--- config.mk ---
export PLATFORM = sky130hd
export DESIGN_NAME = exec_cluster
export DESIGN_NICKNAME = d
export VERILOG_FILES = /design/src/logic/exec_pkg.sv /design/src/logic/alu_shifter.sv /design/src/logic/branch_resolver.sv /design/src/logic/exec_unit.sv /design/src/logic/issue_router.sv /design/src/logic/cdb_arbiter.sv /design/src/logic/exec_cluster.sv
export SDC_FILE = /design/constraint.sdc
export NUM_CORES = 1
export LEC_CHECK = 0
export BUFFER_PORTS_ARGS = -buffer_cell sky130_fd_sc_hd__buf_4
export CORE_MARGIN = 10
export CORE_UTILIZATION = 50
export CTS_CLUSTER_DIAMETER = 150
export DETAILED_ROUTE_END_ITERATION = 6
export PLACE_DENSITY = 0.7
export SYNTH_ARGS = -nofsm -noshare
export SYNTH_HDL_FRONTEND = slang
export SYNTH_SLANG_ARGS = --single-unit
--- constraint.sdc ---
create_clock -name clk -period 10 [get_ports clk]
set_input_delay 2 -clock clk [delete_from_list [all_inputs] [get_ports clk]]
set_output_delay 2 -clock clk [all_outputs]
set_load 0.02 [all_outputs]
--- src/logic/exec_pkg.sv ---
`default_nettype none

package exec_pkg;

    // ========================================================================
    // Sizes
    // ========================================================================

    localparam int XLEN     = 32;
    localparam int NUM_FU   = 3;
    localparam int TAG_W    = 5;
    // Index width for selecting one functional unit
    localparam int FU_IDX_W = $clog2(NUM_FU);

    // Sequential instruction step, used for link values and fall-through
    localparam logic [XLEN-1:0] PC_STEP = 4;

    typedef logic [FU_IDX_W-1:0] fu_idx_t;

    // ========================================================================
    // Operation encodings
    // ========================================================================

    typedef enum logic [3:0] {
        ADD  = 4'd0,
        SUB  = 4'd1,
        SLL  = 4'd2,
        SLT  = 4'd3,
        SLTU = 4'd4,
        XOR  = 4'd5,
        SRL  = 4'd6,
        SRA  = 4'd7,
        OR   = 4'd8,
        AND  = 4'd9
    } alu_op_e;

    // Conditional branches sit between NONE and the two jumps
    typedef enum logic [3:0] {
        NONE = 4'd0,
        BEQ  = 4'd1,
        BNE  = 4'd2,
        BLT  = 4'd3,
        BGE  = 4'd4,
        BLTU = 4'd5,
        BGEU = 4'd6,
        JAL  = 4'd7,
        JALR = 4'd8
    } branch_op_e;

    // ========================================================================
    // Packets
    // ========================================================================

    // Router to functional unit
    typedef struct packed {
        logic [TAG_W-1:0] tag;
        alu_op_e          alu_op;
        branch_op_e       branch_op;
        logic [XLEN-1:0]  data_a;
        logic [XLEN-1:0]  data_b;
        logic [XLEN-1:0]  pc;
        logic [XLEN-1:0]  target_pc;
        logic             predict_taken;
    } issue_pkt_t;

    // Common data bus broadcast
    typedef struct packed {
        logic [TAG_W-1:0] tag;
        logic [XLEN-1:0]  data;
        logic             is_branch;
        logic             mispredict;
        logic [XLEN-1:0]  correct_pc;
    } cdb_pkt_t;

    typedef struct packed {
        logic zero;
        logic negative;
        logic carry;
        logic overflow;
    } alu_flags_t;

endpackage

`default_nettype wire

--- src/logic/alu_shifter.sv ---
`timescale 1ns/10ps
`default_nettype none

module alu_shifter (
    input  exec_pkg::alu_op_e              alu_op,
    input  logic [exec_pkg::XLEN-1:0]      data_a,
    input  logic [exec_pkg::XLEN-1:0]      data_b,
    output logic [exec_pkg::XLEN-1:0]      result,
    output exec_pkg::alu_flags_t           flags
);

    // Shared adder, subtracts for SUB and both compares
    logic                        sub;
    logic [exec_pkg::XLEN-1:0]   b_eff;
    logic [exec_pkg::XLEN:0]     sum;
    logic                        add_ovf;
    logic                        addsub;
    logic [4:0]                  shamt;

    assign sub    = (alu_op == exec_pkg::SUB) || (alu_op == exec_pkg::SLT) ||
                    (alu_op == exec_pkg::SLTU);
    assign addsub = (alu_op == exec_pkg::ADD) || (alu_op == exec_pkg::SUB);
    assign b_eff  = sub ? ~data_b : data_b;
    assign sum    = {1'b0, data_a} + {1'b0, b_eff} + {{exec_pkg::XLEN{1'b0}}, sub};
    // Signed overflow when operand signs agree and the sum sign flips
    assign add_ovf = (data_a[exec_pkg::XLEN-1] == b_eff[exec_pkg::XLEN-1]) &&
                     (sum[exec_pkg::XLEN-1] != data_a[exec_pkg::XLEN-1]);
    assign shamt  = data_b[4:0];

    always_comb begin
        case (alu_op)
            exec_pkg::ADD,
            exec_pkg::SUB:  result = sum[exec_pkg::XLEN-1:0];
            exec_pkg::SLL:  result = data_a << shamt;
            // Signed less-than is sign of difference corrected by overflow
            exec_pkg::SLT:  result = {{(exec_pkg::XLEN-1){1'b0}},
                                      sum[exec_pkg::XLEN-1] ^ add_ovf};
            // Unsigned borrow shows as missing carry out
            exec_pkg::SLTU: result = {{(exec_pkg::XLEN-1){1'b0}}, ~sum[exec_pkg::XLEN]};
            exec_pkg::XOR:  result = data_a ^ data_b;
            exec_pkg::SRL:  result = data_a >> shamt;
            exec_pkg::SRA:  result = $signed(data_a) >>> shamt;
            exec_pkg::OR:   result = data_a | data_b;
            exec_pkg::AND:  result = data_a & data_b;
            default:        result = sum[exec_pkg::XLEN-1:0];
        endcase
    end

    // Zero and negative follow the result
    assign flags.zero     = (result == '0);
    assign flags.negative = result[exec_pkg::XLEN-1];
    // Carry and overflow only meaningful on the add/sub path
    assign flags.carry    = addsub & sum[exec_pkg::XLEN];
    assign flags.overflow = addsub & add_ovf;

endmodule

`default_nettype wire

--- src/logic/branch_resolver.sv ---
`timescale 1ns/10ps
`default_nettype none

module branch_resolver (
    input  exec_pkg::branch_op_e branch_op,
    input  exec_pkg::alu_flags_t flags,
    output logic                 taken,
    output logic                 reg_jump
);

    // Signed compare from the SUB flags
    logic lt_signed;

    assign lt_signed = flags.negative ^ flags.overflow;

    always_comb begin
        taken    = 1'b0;
        reg_jump = 1'b0;
        case (branch_op)
            exec_pkg::BEQ:  taken = flags.zero;
            exec_pkg::BNE:  taken = ~flags.zero;
            exec_pkg::BLT:  taken = lt_signed;
            exec_pkg::BGE:  taken = ~lt_signed;
            // Carry out of a - b means no borrow, so a >= b unsigned
            exec_pkg::BLTU: taken = ~flags.carry;
            exec_pkg::BGEU: taken = flags.carry;
            // Jumps always redirect
            exec_pkg::JAL:  taken = 1'b1;
            exec_pkg::JALR: begin
                taken    = 1'b1;
                reg_jump = 1'b1;
            end
            default: begin
                taken    = 1'b0;
                reg_jump = 1'b0;
            end
        endcase
    end

endmodule

`default_nettype wire

--- src/logic/exec_unit.sv ---
`timescale 1ns/10ps
`default_nettype none

module exec_unit (
    input  logic                 clk,
    input  logic                 rst_n,
    input  logic                 in_valid,
    input  exec_pkg::issue_pkt_t in_pkt,
    output logic                 ready,
    input  logic                 grant,
    output logic                 res_valid,
    output exec_pkg::cdb_pkt_t   res_pkt
);

    exec_pkg::alu_op_e         alu_op;
    logic [exec_pkg::XLEN-1:0] alu_result;
    exec_pkg::alu_flags_t      flags;
    logic                      taken;
    logic                      reg_jump;
    logic                      is_cond;
    logic                      is_jump;
    logic [exec_pkg::XLEN-1:0] link_pc;
    exec_pkg::cdb_pkt_t        next_pkt;
    logic                      accept;

    // ========================================================================
    // Operation decode
    // ========================================================================

    always_comb begin
        is_cond = 1'b0;
        is_jump = 1'b0;
        alu_op  = in_pkt.alu_op;
        case (in_pkt.branch_op)
            exec_pkg::BEQ, exec_pkg::BNE, exec_pkg::BLT,
            exec_pkg::BGE, exec_pkg::BLTU, exec_pkg::BGEU: begin
                // Compare by subtraction
                is_cond = 1'b1;
                alu_op  = exec_pkg::SUB;
            end
            exec_pkg::JAL:  is_jump = 1'b1;
            exec_pkg::JALR: begin
                // Target is rs1 plus offset
                is_jump = 1'b1;
                alu_op  = exec_pkg::ADD;
            end
            default: ;
        endcase
    end

    alu_shifter u_alu (
        .alu_op (alu_op),
        .data_a (in_pkt.data_a),
        .data_b (in_pkt.data_b),
        .result (alu_result),
        .flags  (flags)
    );

    branch_resolver u_br (
        .branch_op (in_pkt.branch_op),
        .flags     (flags),
        .taken     (taken),
        .reg_jump  (reg_jump)
    );

    // ========================================================================
    // Result packet
    // ========================================================================

    assign link_pc = in_pkt.pc + exec_pkg::PC_STEP;

    always_comb begin
        next_pkt.tag        = in_pkt.tag;
        next_pkt.is_branch  = is_cond;
        next_pkt.mispredict = (is_cond | is_jump) & (taken ^ in_pkt.predict_taken);
        if (is_cond) begin
            next_pkt.data       = '0;
            next_pkt.correct_pc = taken ? in_pkt.target_pc : link_pc;
        end else if (is_jump) begin
            // JALR target is word aligned from the adder
            next_pkt.data       = link_pc;
            next_pkt.correct_pc = reg_jump ? {alu_result[exec_pkg::XLEN-1:2], 2'b00}
                                           : in_pkt.target_pc;
        end else begin
            next_pkt.data       = alu_result;
            next_pkt.correct_pc = '0;
        end
    end

    // Free when empty or draining this cycle
    assign ready  = ~res_valid | grant;
    assign accept = in_valid & ready;

    always_ff @(posedge clk or negedge rst_n) begin
        if (!rst_n) begin
            res_valid <= 1'b0;
        end else if (accept) begin
            res_valid <= 1'b1;
        end else if (grant) begin
            res_valid <= 1'b0;
        end
    end

    // Payload holds until the next accept
    always_ff @(posedge clk) begin
        if (accept) begin
            res_pkt <= next_pkt;
        end
    end

endmodule

`default_nettype wire

--- src/logic/issue_router.sv ---
`timescale 1ns/10ps
`default_nettype none

module issue_router (
    input  logic                         dispatch_valid,
    input  exec_pkg::issue_pkt_t         dispatch_pkt,
    output logic                         dispatch_ready,
    input  logic [exec_pkg::NUM_FU-1:0]  fu_ready,
    output logic [exec_pkg::NUM_FU-1:0]  fu_valid,
    output exec_pkg::issue_pkt_t         fu_pkt
);

    // One-hot pick of the lowest ready unit
    logic [exec_pkg::NUM_FU-1:0] sel;

    always_comb begin
        logic found;
        found = 1'b0;
        sel   = '0;
        for (int i = 0; i < exec_pkg::NUM_FU; i++) begin
            if (fu_ready[i] && !found) begin
                sel[i] = 1'b1;
                found  = 1'b1;
            end
        end
    end

    // Any free unit can take the instruction
    assign dispatch_ready = |fu_ready;

    // Only the selected unit sees a valid
    assign fu_valid = dispatch_valid ? sel : '0;

    // Same packet fans out to every unit
    assign fu_pkt = dispatch_pkt;

endmodule

`default_nettype wire

--- src/logic/cdb_arbiter.sv ---
`timescale 1ns/10ps
`default_nettype none

module cdb_arbiter (
    input  logic                         clk,
    input  logic                         rst_n,
    input  logic                         cdb_hold,
    input  logic [exec_pkg::NUM_FU-1:0]  res_valid,
    input  exec_pkg::cdb_pkt_t           res_pkt [exec_pkg::NUM_FU],
    output logic [exec_pkg::NUM_FU-1:0]  grant,
    output logic                         cdb_valid,
    output exec_pkg::cdb_pkt_t           cdb_pkt
);

    // Round-robin start point
    exec_pkg::fu_idx_t ptr;
    exec_pkg::fu_idx_t win_idx;
    exec_pkg::fu_idx_t next_ptr;
    logic              any_valid;

    // Search from the pointer, wrapping past the last unit
    always_comb begin
        int idx;
        any_valid = 1'b0;
        win_idx   = '0;
        for (int k = 0; k < exec_pkg::NUM_FU; k++) begin
            idx = int'(ptr) + k;
            if (idx >= exec_pkg::NUM_FU) begin
                idx = idx - exec_pkg::NUM_FU;
            end
            if (res_valid[idx] && !any_valid) begin
                any_valid = 1'b1;
                win_idx   = exec_pkg::fu_idx_t'(idx);
            end
        end
    end

    // Hold from the other producer blocks all grants
    assign cdb_valid = any_valid & ~cdb_hold;
    assign grant     = cdb_valid ? (exec_pkg::NUM_FU'(1) << win_idx) : '0;
    assign cdb_pkt   = cdb_valid ? res_pkt[win_idx] : '0;

    // Next search starts one past the winner
    assign next_ptr = (int'(win_idx) == exec_pkg::NUM_FU - 1) ? '0 : win_idx + 1'b1;

    always_ff @(posedge clk or negedge rst_n) begin
        if (!rst_n) begin
            ptr <= '0;
        end else if (cdb_valid) begin
            ptr <= next_ptr;
        end
    end

endmodule

`default_nettype wire

--- src/logic/exec_cluster.sv ---
`timescale 1ns/10ps
`default_nettype none

module exec_cluster (
    input  logic                 clk,
    input  logic                 rst_n,
    input  logic                 dispatch_valid,
    input  exec_pkg::issue_pkt_t dispatch_pkt,
    output logic                 dispatch_ready,
    input  logic                 cdb_hold,
    output logic                 cdb_valid,
    output exec_pkg::cdb_pkt_t   cdb_pkt
);

    // Router to units
    logic [exec_pkg::NUM_FU-1:0] fu_valid;
    logic [exec_pkg::NUM_FU-1:0] fu_ready;
    exec_pkg::issue_pkt_t        fu_pkt;

    // Units to bus arbiter
    logic [exec_pkg::NUM_FU-1:0] grant;
    logic [exec_pkg::NUM_FU-1:0] res_valid;
    exec_pkg::cdb_pkt_t          res_pkt [exec_pkg::NUM_FU];

    issue_router u_router (
        .dispatch_valid (dispatch_valid),
        .dispatch_pkt   (dispatch_pkt),
        .dispatch_ready (dispatch_ready),
        .fu_ready       (fu_ready),
        .fu_valid       (fu_valid),
        .fu_pkt         (fu_pkt)
    );

    // ========================================================================
    // Functional units
    // ========================================================================

    for (genvar i = 0; i < exec_pkg::NUM_FU; i++) begin : g_fu
        exec_unit u_fu (
            .clk       (clk),
            .rst_n     (rst_n),
            .in_valid  (fu_valid[i]),
            .in_pkt    (fu_pkt),
            .ready     (fu_ready[i]),
            .grant     (grant[i]),
            .res_valid (res_valid[i]),
            .res_pkt   (res_pkt[i])
        );
    end

    cdb_arbiter u_arb (
        .clk       (clk),
        .rst_n     (rst_n),
        .cdb_hold  (cdb_hold),
        .res_valid (res_valid),
        .res_pkt   (res_pkt),
        .grant     (grant),
        .cdb_valid (cdb_valid),
        .cdb_pkt   (cdb_pkt)
    );

endmodule

`default_nettype wire

# Word-level counts from Yosys, hierarchy flattened
# Index checks and enable logic that the tools add are counted.
# W data, S select, Z words.
[totals] out_inout_bits=73 memories=0 regBits=218 ram_bits=0 input_bits=146 latchBits=0 wordCells=154 rom_bits=0
[op_classes] n_mux=48 n_eq_ne=20 multipliers=0 addsub=9 n_lt_le_gt_ge=7 reduce_logical=20 shifts=4 div_mod_pow=0 n_bitwise=27
[op_table] op="$mux W32" count=10
[op_table] op="$pmux W32 S8" count=1
[op_table] op="$mux W71" count=3
[op_table] op="$bmux W71 S2" count=1
[op_table] op="$lt A32 B4 Y1 const B" count=3
[op_table] op="$ge A32 B3 Y1 const B" count=2
[op_table] op="$sub A32 B3 Y32 const B" count=2
[op_table] op="$add A32 B32 Y33" count=1
[op_table] op="$add A33 B1 Y33" count=1
[op_table] op="$add A32 B3 Y32 const B" count=1
[op_table] op="$and A32 B32 Y32" count=1
[op_table] op="$eq A4 B3 Y1 const B" count=8
[op_table] op="$logic_not A32 Y1" count=1
[op_table] op="$not A32 Y32" count=1
[op_table] op="$or A32 B32 Y32" count=1
[op_table] op="$shl A32 B5 Y32" count=1
[op_table] op="$shr A32 B5 Y32" count=1
[op_table] op="$sshr A32 B5 Y32" count=1
[op_table] op="$xor A32 B32 Y32" count=1
[op_table] op="$mux W1" count=22
[op_table] op="$eq A4 B2 Y1 const B" count=4
[op_table] op="$eq A4 B4 Y1 const B" count=3
[op_table] op="$eq A4 B1 Y1 const B" count=2
[op_table] op="$mux W2" count=4
[op_table] op="other kinds (27)" count=59

# Depth between registers and ports, before layout
[logic_depth] ltp_word=25 mapped_depth=26 ltp_nobuf=20

# Modules after synthesis
# A second synthesis with hierarchy kept.
[unflattened] cells_unflattened=5402 area_unflattened_um2=42975.0
[modules_own_cells] mod="exec_unit" instances=3 seq_area_each_um2=2157.1 area_each_um2=3966.3 cells_per_inst=373
[modules_own_cells] mod="alu_shifter at g_fu[1].u_fu.u_alu" instances=1 seq_area_each_um2=0.0 area_each_um2=9218.8 cells_per_inst=1233
[modules_own_cells] mod="alu_shifter at g_fu[0].u_fu.u_alu" instances=1 seq_area_each_um2=0.0 area_each_um2=9165.0 cells_per_inst=1271
[modules_own_cells] mod="alu_shifter at g_fu[2].u_fu.u_alu" instances=1 seq_area_each_um2=0.0 area_each_um2=8927.3 cells_per_inst=1238
[modules_own_cells] mod="cdb_arbiter" instances=1 seq_area_each_um2=50.0 area_each_um2=2422.3 cells_per_inst=365
[modules_own_cells] mod="issue_router" instances=1 seq_area_each_um2=0.0 area_each_um2=1102.3 cells_per_inst=146
[modules_own_cells] mod="branch_resolver" instances=3 seq_area_each_um2=0.0 area_each_um2=80.1 cells_per_inst=10

# Worst setup path after synthesis
# Ideal clock, no wire load.
[synth_path] path_type="input to register" start="input cdb_hold" end="register, netlist name g_fu[2].u_fu.res_pkt[0]" required_time_ns=9.398 n_path_buf=0 setup_time_ns=0.602 stages=4 arrival_ns=7.785 slack_ns=1.613 cell_sequence="a31oi_1 > o211ai_1 > o21ai_0 > nor3b_1"
[synth_between] elab_chain_len=13 elab_cells_between_ends=15 classes_between="5 x mux; 6 x bitwise; 4 x reduce/logical"
[synth_lines] item="start, declared" line="exec_cluster.sv:10" source="input logic cdb_hold,"
[synth_lines] item="$not A1 Y1 (*)" line="cdb_arbiter.sv:39" source="assign cdb_valid = any_valid & ~cdb_hold;"
[synth_lines] item="$and A1 B1 Y1 (*)" line="cdb_arbiter.sv:39"
[synth_lines] item="$mux W3 (*)" line="cdb_arbiter.sv:40" source="assign grant = cdb_valid ? (exec_pkg::NUM_FU'(1) << win_idx) : '0;"
[synth_lines] item="$or A1 B1 Y1" line="exec_unit.sv:91" source="assign ready = ~res_valid | grant;"
[synth_lines] item="$mux W1" line="issue_router.sv:21" source="if (fu_ready[i] && !found) begin"
[synth_lines] item="$logic_not A1 Y1" line="issue_router.sv:21"
[synth_lines] item="$logic_and A1 B1 Y1" line="issue_router.sv:21"
[synth_lines] item="$mux W1" line="issue_router.sv:21"
[synth_lines] item="$logic_not A1 Y1" line="issue_router.sv:21"
[synth_lines] item="$logic_and A1 B1 Y1" line="issue_router.sv:21"
[synth_lines] item="$mux W1" line="issue_router.sv:21"
[synth_lines] item="$mux W3" line="issue_router.sv:32" source="assign fu_valid = dispatch_valid ? sel : '0;"
[synth_lines] item="$and A1 B1 Y1 (*)" line="exec_unit.sv:92" source="assign accept = in_valid & ready;"
[synth_lines] item="net g_fu[2].u_fu.accept" line="exec_unit.sv:24" source="logic accept;"
# The timed path passes the listed nets; every way through them passes the cells marked *.
# A chain may end at the register's enable or synchronous reset.

==> results <==
- The flow ran to the end, but the final reports show violations.
- The checks that failed: design-rule violations.
- Clock tree synthesis selected as its root buffer the cell clkbuf_16.
- The final-report max-slew violation count is 0.
- The clock passes through at most 3 buffers.
- approximately 220 I/O pins were placed.
- The hold path startpoint is u_arb.ptr[1].
- The worst clock skew on the final layout is approximately 0.013 ns.
- TritonCTS built the clock tree.
- The remaining antenna violation count is 0.
- The dominant combinational cell family by area after synthesis is compound AO/OA/AOI/OAI gates.
- The register-to-register path setup slack is approximately 5.2 ns.
- The wire length of the first global-routing pass is approximately 120 mm.
- The critical path goes through buf_4 -> or3_1 -> o221a_4 -> nor2_1 -> nor2_1 -> nor2_4 -> buf_4 -> xnor2_1 -> ha_1 -> a21oi_1 -> o21ai_1 -> a211oi_1 -> nand3_1 -> nand2_1 -> mux2_2 -> a211oi_1 -> a211oi_1 -> and4b_1 -> and2_1 -> a211oi_4 -> buf_4 -> or2_2 -> o221ai_1.
- Tracing the worst setup path back leads to its startpoint at dispatch_pkt[129].
- The clock transition at the registers of the reported paths is approximately 0.07 ns.
- The floorplan step set the die height to ~220 um.
- The count of flip-flops with a built-in enable after synthesis is between 200 and 250.
- The number of violations of the max-capacitance limit is 0.
- Post-CTS repair changed the size of 0 cells.
- The level count of the clock H-tree is 1.
- The total area inside the core boundary comes to about 38000 um2.
- The number of placed instances, taps included, is around 2600.
- On the worst path, the slowest cell contributes a delay of 0.91 ns.
- Counting the buffers created by CTS gives 19.
- By area the synthesized netlist is led by edfxtp_1, mux4_2, ha_1.
- The average cell area after synthesis is roughly 9.5 um2.
- Measured against its own limit, the worst slew margin works out to a little under a quarter.
- The worst min-delay path category is reg2reg.
- The number of unique standard cell types used by synthesis is around 100.
- The combined area of all synthesized cells is between 15000 and 20000 um2.
- The total of warnings raised by yosys is 0.
- The sequential cells in the finished layout cover a total of ~6500 um2.
- The critical path launch point type is a primary input.
- In this run the biggest area consumer among cell types represents between 30 and 40% of the synthesized area.
- The final-report hold violation count is 0.
- The post-CTS setup-driven buffer insertion count is 0.
- The worst-path cell with the longest stage delay is a211oi_1.
- The pin count of the biggest net entering global routing is 76.
- The die is between 200 and 250 um wide.
- The multi-input combinational cells in the finished layout cover a total of around 12000 um2.
- The share of synthesized flip-flops with an asynchronous set or reset is 2.29%.
- The mux share of post-synthesis cell area is between 10% and 20%.
- The number of nets at the end of the flow is roughly 2400.
- Synthesis produced 2035 cells.
- For this run, the total global-route usage over all layers was measured as 32.4%.
- Static timing analysis puts the maximum clock frequency at around 110 MHz.
- The total overflow left after global routing is 0.
- The worst setup path is of the in2reg kind.
- The total number of placement rows is approximately 70.
- The number of design-rule violations left by the first detailed-router iteration is about 2400.
- Summed over all instances, the cell type with the most area after synthesis is edfxtp_1.
- In this run the tool buffered the top-level ports with ~220 buffer cells.
- The sequential share of the synthesized area is between 30% and 40%.
- The total wire length is just under 80 mm.
- Setup repair after global routing left no endpoint under its margin.
- The initial utilization of the core area, before any placement, comes to about half.
- The number of antenna violations at the first check in global routing is 0.
- The worst endpoint data arrival time is 9.51 ns.
- The post-route netlist has between 10% and 20% of its cells at a drive strength greater than 1.
- The synthesized-area fraction occupied by ao, oa, aoi and oai cells is 23.7%.
- The largest fanout on the critical path is 17.
- The number of nets in the synthesized netlist is ~2300.
- The peak supply drop is ~0.21 mV.
- The first detailed-routing pass ran for 7 iterations.
- The post-route worst setup slack is 0.677 ns.
- For this design, the sink count on the clock tree is roughly 220.
- The final weighted congestion in routability-driven placement is 1.01.
- The area enclosed by the die boundary is approximately 47000 um2.
- The relative area change from synthesis to final layout is 12.9%.
- In this run the power density over the cells is 217 nW/um2.
- The routed layout has 18381 vias.
- The worst register-to-register path begins at u_arb.ptr[0].
- Clock latency on the worst-skew pair, taken at its later pin, is about 0.48 ns.
- The analysis attributes to cell leakage a power of about 8.4 nW.
- After Yosys synthesis, full adders, half adders and majority gates account for under 10% of the synthesized area.
- Setup violations remaining at the end of the flow were counted as 0.
- The register bit count reported by yosys is ~220.
- The XOR/XNOR share of the synthesized area is under 10%.
- The non-filler instance count after layout is 2666.
- The count of hold-fix buffers inserted at cts is 0.
- The post-detailed-placement half-perimeter wirelength is a little under 60 mm.
- The worst setup path is captured at a flip-flop.
- The share of the cycle needed by the critical path after routing is between 90 and 100%.
- The number of global-route vias before repair is 17714.
- The post-placement setup slack is roughly 0.33 ns.
- The slew at the pin closest to its max-slew limit is between 1 and 1.5 ns.
- Data on the critical path is required at its endpoint by 10.19 ns.
- The final critical delay including setup and external delays is between 9 and 10 ns.
- After filler insertion, the fill cell instance count of the layout stands at 3416.
- In the routed layout, each cell is associated on average with a via count of a little under 7.
- In the synthesized netlist the dominant register cell turns out to be edfxtp_1.
- Summed over all failing endpoints, the final setup total negative slack is 0 ns.
- The average wire per cell in the routed design is around 30 um.
- The basic-gate share of the synthesized area counting and, or, nand and nor cells is between 10 and 15%.
- The remaining routing DRC violations is 1.
## kinds of logic after synthesis
| group | count (synthesis) |
|---|---|
| AOI/OAI and AO/OA | 660 |
| xor gates and xnor gates | 74 |
| adders and majority gates | 102 |
| buffers and inverters | 266 |
| DFF | 218 |
| muxes | 143 |
| and+or+nand+nor | 572 |
## cell usage after synthesis, drive strengths merged, types with 10 or more instances
master,number
clkbuf,110
o31ai,29
a211oi,30
o21a,11
a2111oi,11
nand4,17
o211ai,29
a22oi,104
a31oi,14
o22ai,26
a221oi,10
xor2,14
nand2,223
mux2,10
a21o,16
or3,12
a211o,11
o21ai,95
a31o,22
edfxtp,213
nor2b,15
a21oi,167
buf,61
mux2i,55
ha,99
nand3,55
xnor2,60
nor2,122
mux4,78
and2,16
inv,94
and3,24
nor3,43
## registers in the layout, summed over array words and instances, names as in the netlist
register / flops
g_fu.u_fu.res_pkt: 213
g_fu.u_fu.res_valid: 3
u_arb.ptr: 2
## area by class of cell
cell class                 count  share of cell area [%]
clock buffer                  21                    2.22
timing repair buffer         257                    8.92
inverter                      95                    1.64
antenna                        1                  0.0115
multi-input combinational   1551                    53.6
clock inverter                12                   0.753
tap                          511                    2.94
sequential                   218                    30.0
## metal layers
metal	global-route usage, %	vias to the layer above	share of wire [%]	wire [um]
met2	54.4	1217	48	38400
met5	0	-	0	0
met3	3.61	219	9.1	7240
met4	16.3	0	5.7	4530
li1	-	8007	-	-
met1	40.7	8938	37	29100
## layout by cell type, fill, tap and decap left out, types with 15 or more instances in the layout
cell type / count
a211oi_1: 28
a21o_1: 16
a21oi_1: 166
a22oi_1: 104
and2_1: 15
and3_1: 23
buf_4: 256
clkbuf_16: 19
edfxtp_1: 213
ha_1: 99
inv_1: 93
mux2i_1: 55
mux4_2: 78
nand2_1: 222
nand3_1: 54
nand4_1: 15
nor2_1: 117
nor3_1: 41
o211ai_1: 28
o21ai_0: 91
o22ai_1: 25
o31ai_1: 29
xnor2_1: 60
## worst paths after layout
kind | depth (start not counted) | endpoint
max in group asynchronous | 1 | g_fu[2].u_fu.res_valid
min in group asynchronous | 1 | g_fu[0].u_fu.res_valid
worst max register to register | 9 | g_fu[1].u_fu.res_pkt[45]
worst min-delay path | 2 | u_arb.ptr[1]
worst min register to register | 2 | u_arb.ptr[1]
worst max-delay path | 23 | g_fu[0].u_fu.res_pkt[0]
## per-stage QoR
stage                     instance area (um2)  power [mW]  utilization, %  hold WS, ns
after floorplan                         19300        2.96               -        0.475
after global placement                  21100        3.89            55.8        0.496
after detailed placement                21100        3.93            55.8        0.522
after CTS                               21800        4.70            57.5        0.551
after global routing                    21800        4.96            57.5        0.596
final                                   21800        4.72            57.5        0.548
## worst max-delay path: cells and delay by family
| family | cells | cell delay (ns) |
|---|---|---|
| fa+ha+maj | 1 | 0.42 |
| compound gates | 8 | 3.14 |
| xor+xnor | 1 | 0.10 |
| buf+inv | 3 | 0.90 |
| mux | 1 | 0.34 |
| simple gates | 9 | 2.58 |
## where the power goes
group / total (mW) / internal (mW) / switching (mW)
logic: 2.57 / 0.842 / 1.73
clock network: 0.772 / 0.454 / 0.319
registers: 1.38 / 1.32 / 0.0622
Note: power is estimated with default switching activity, not from simulation.
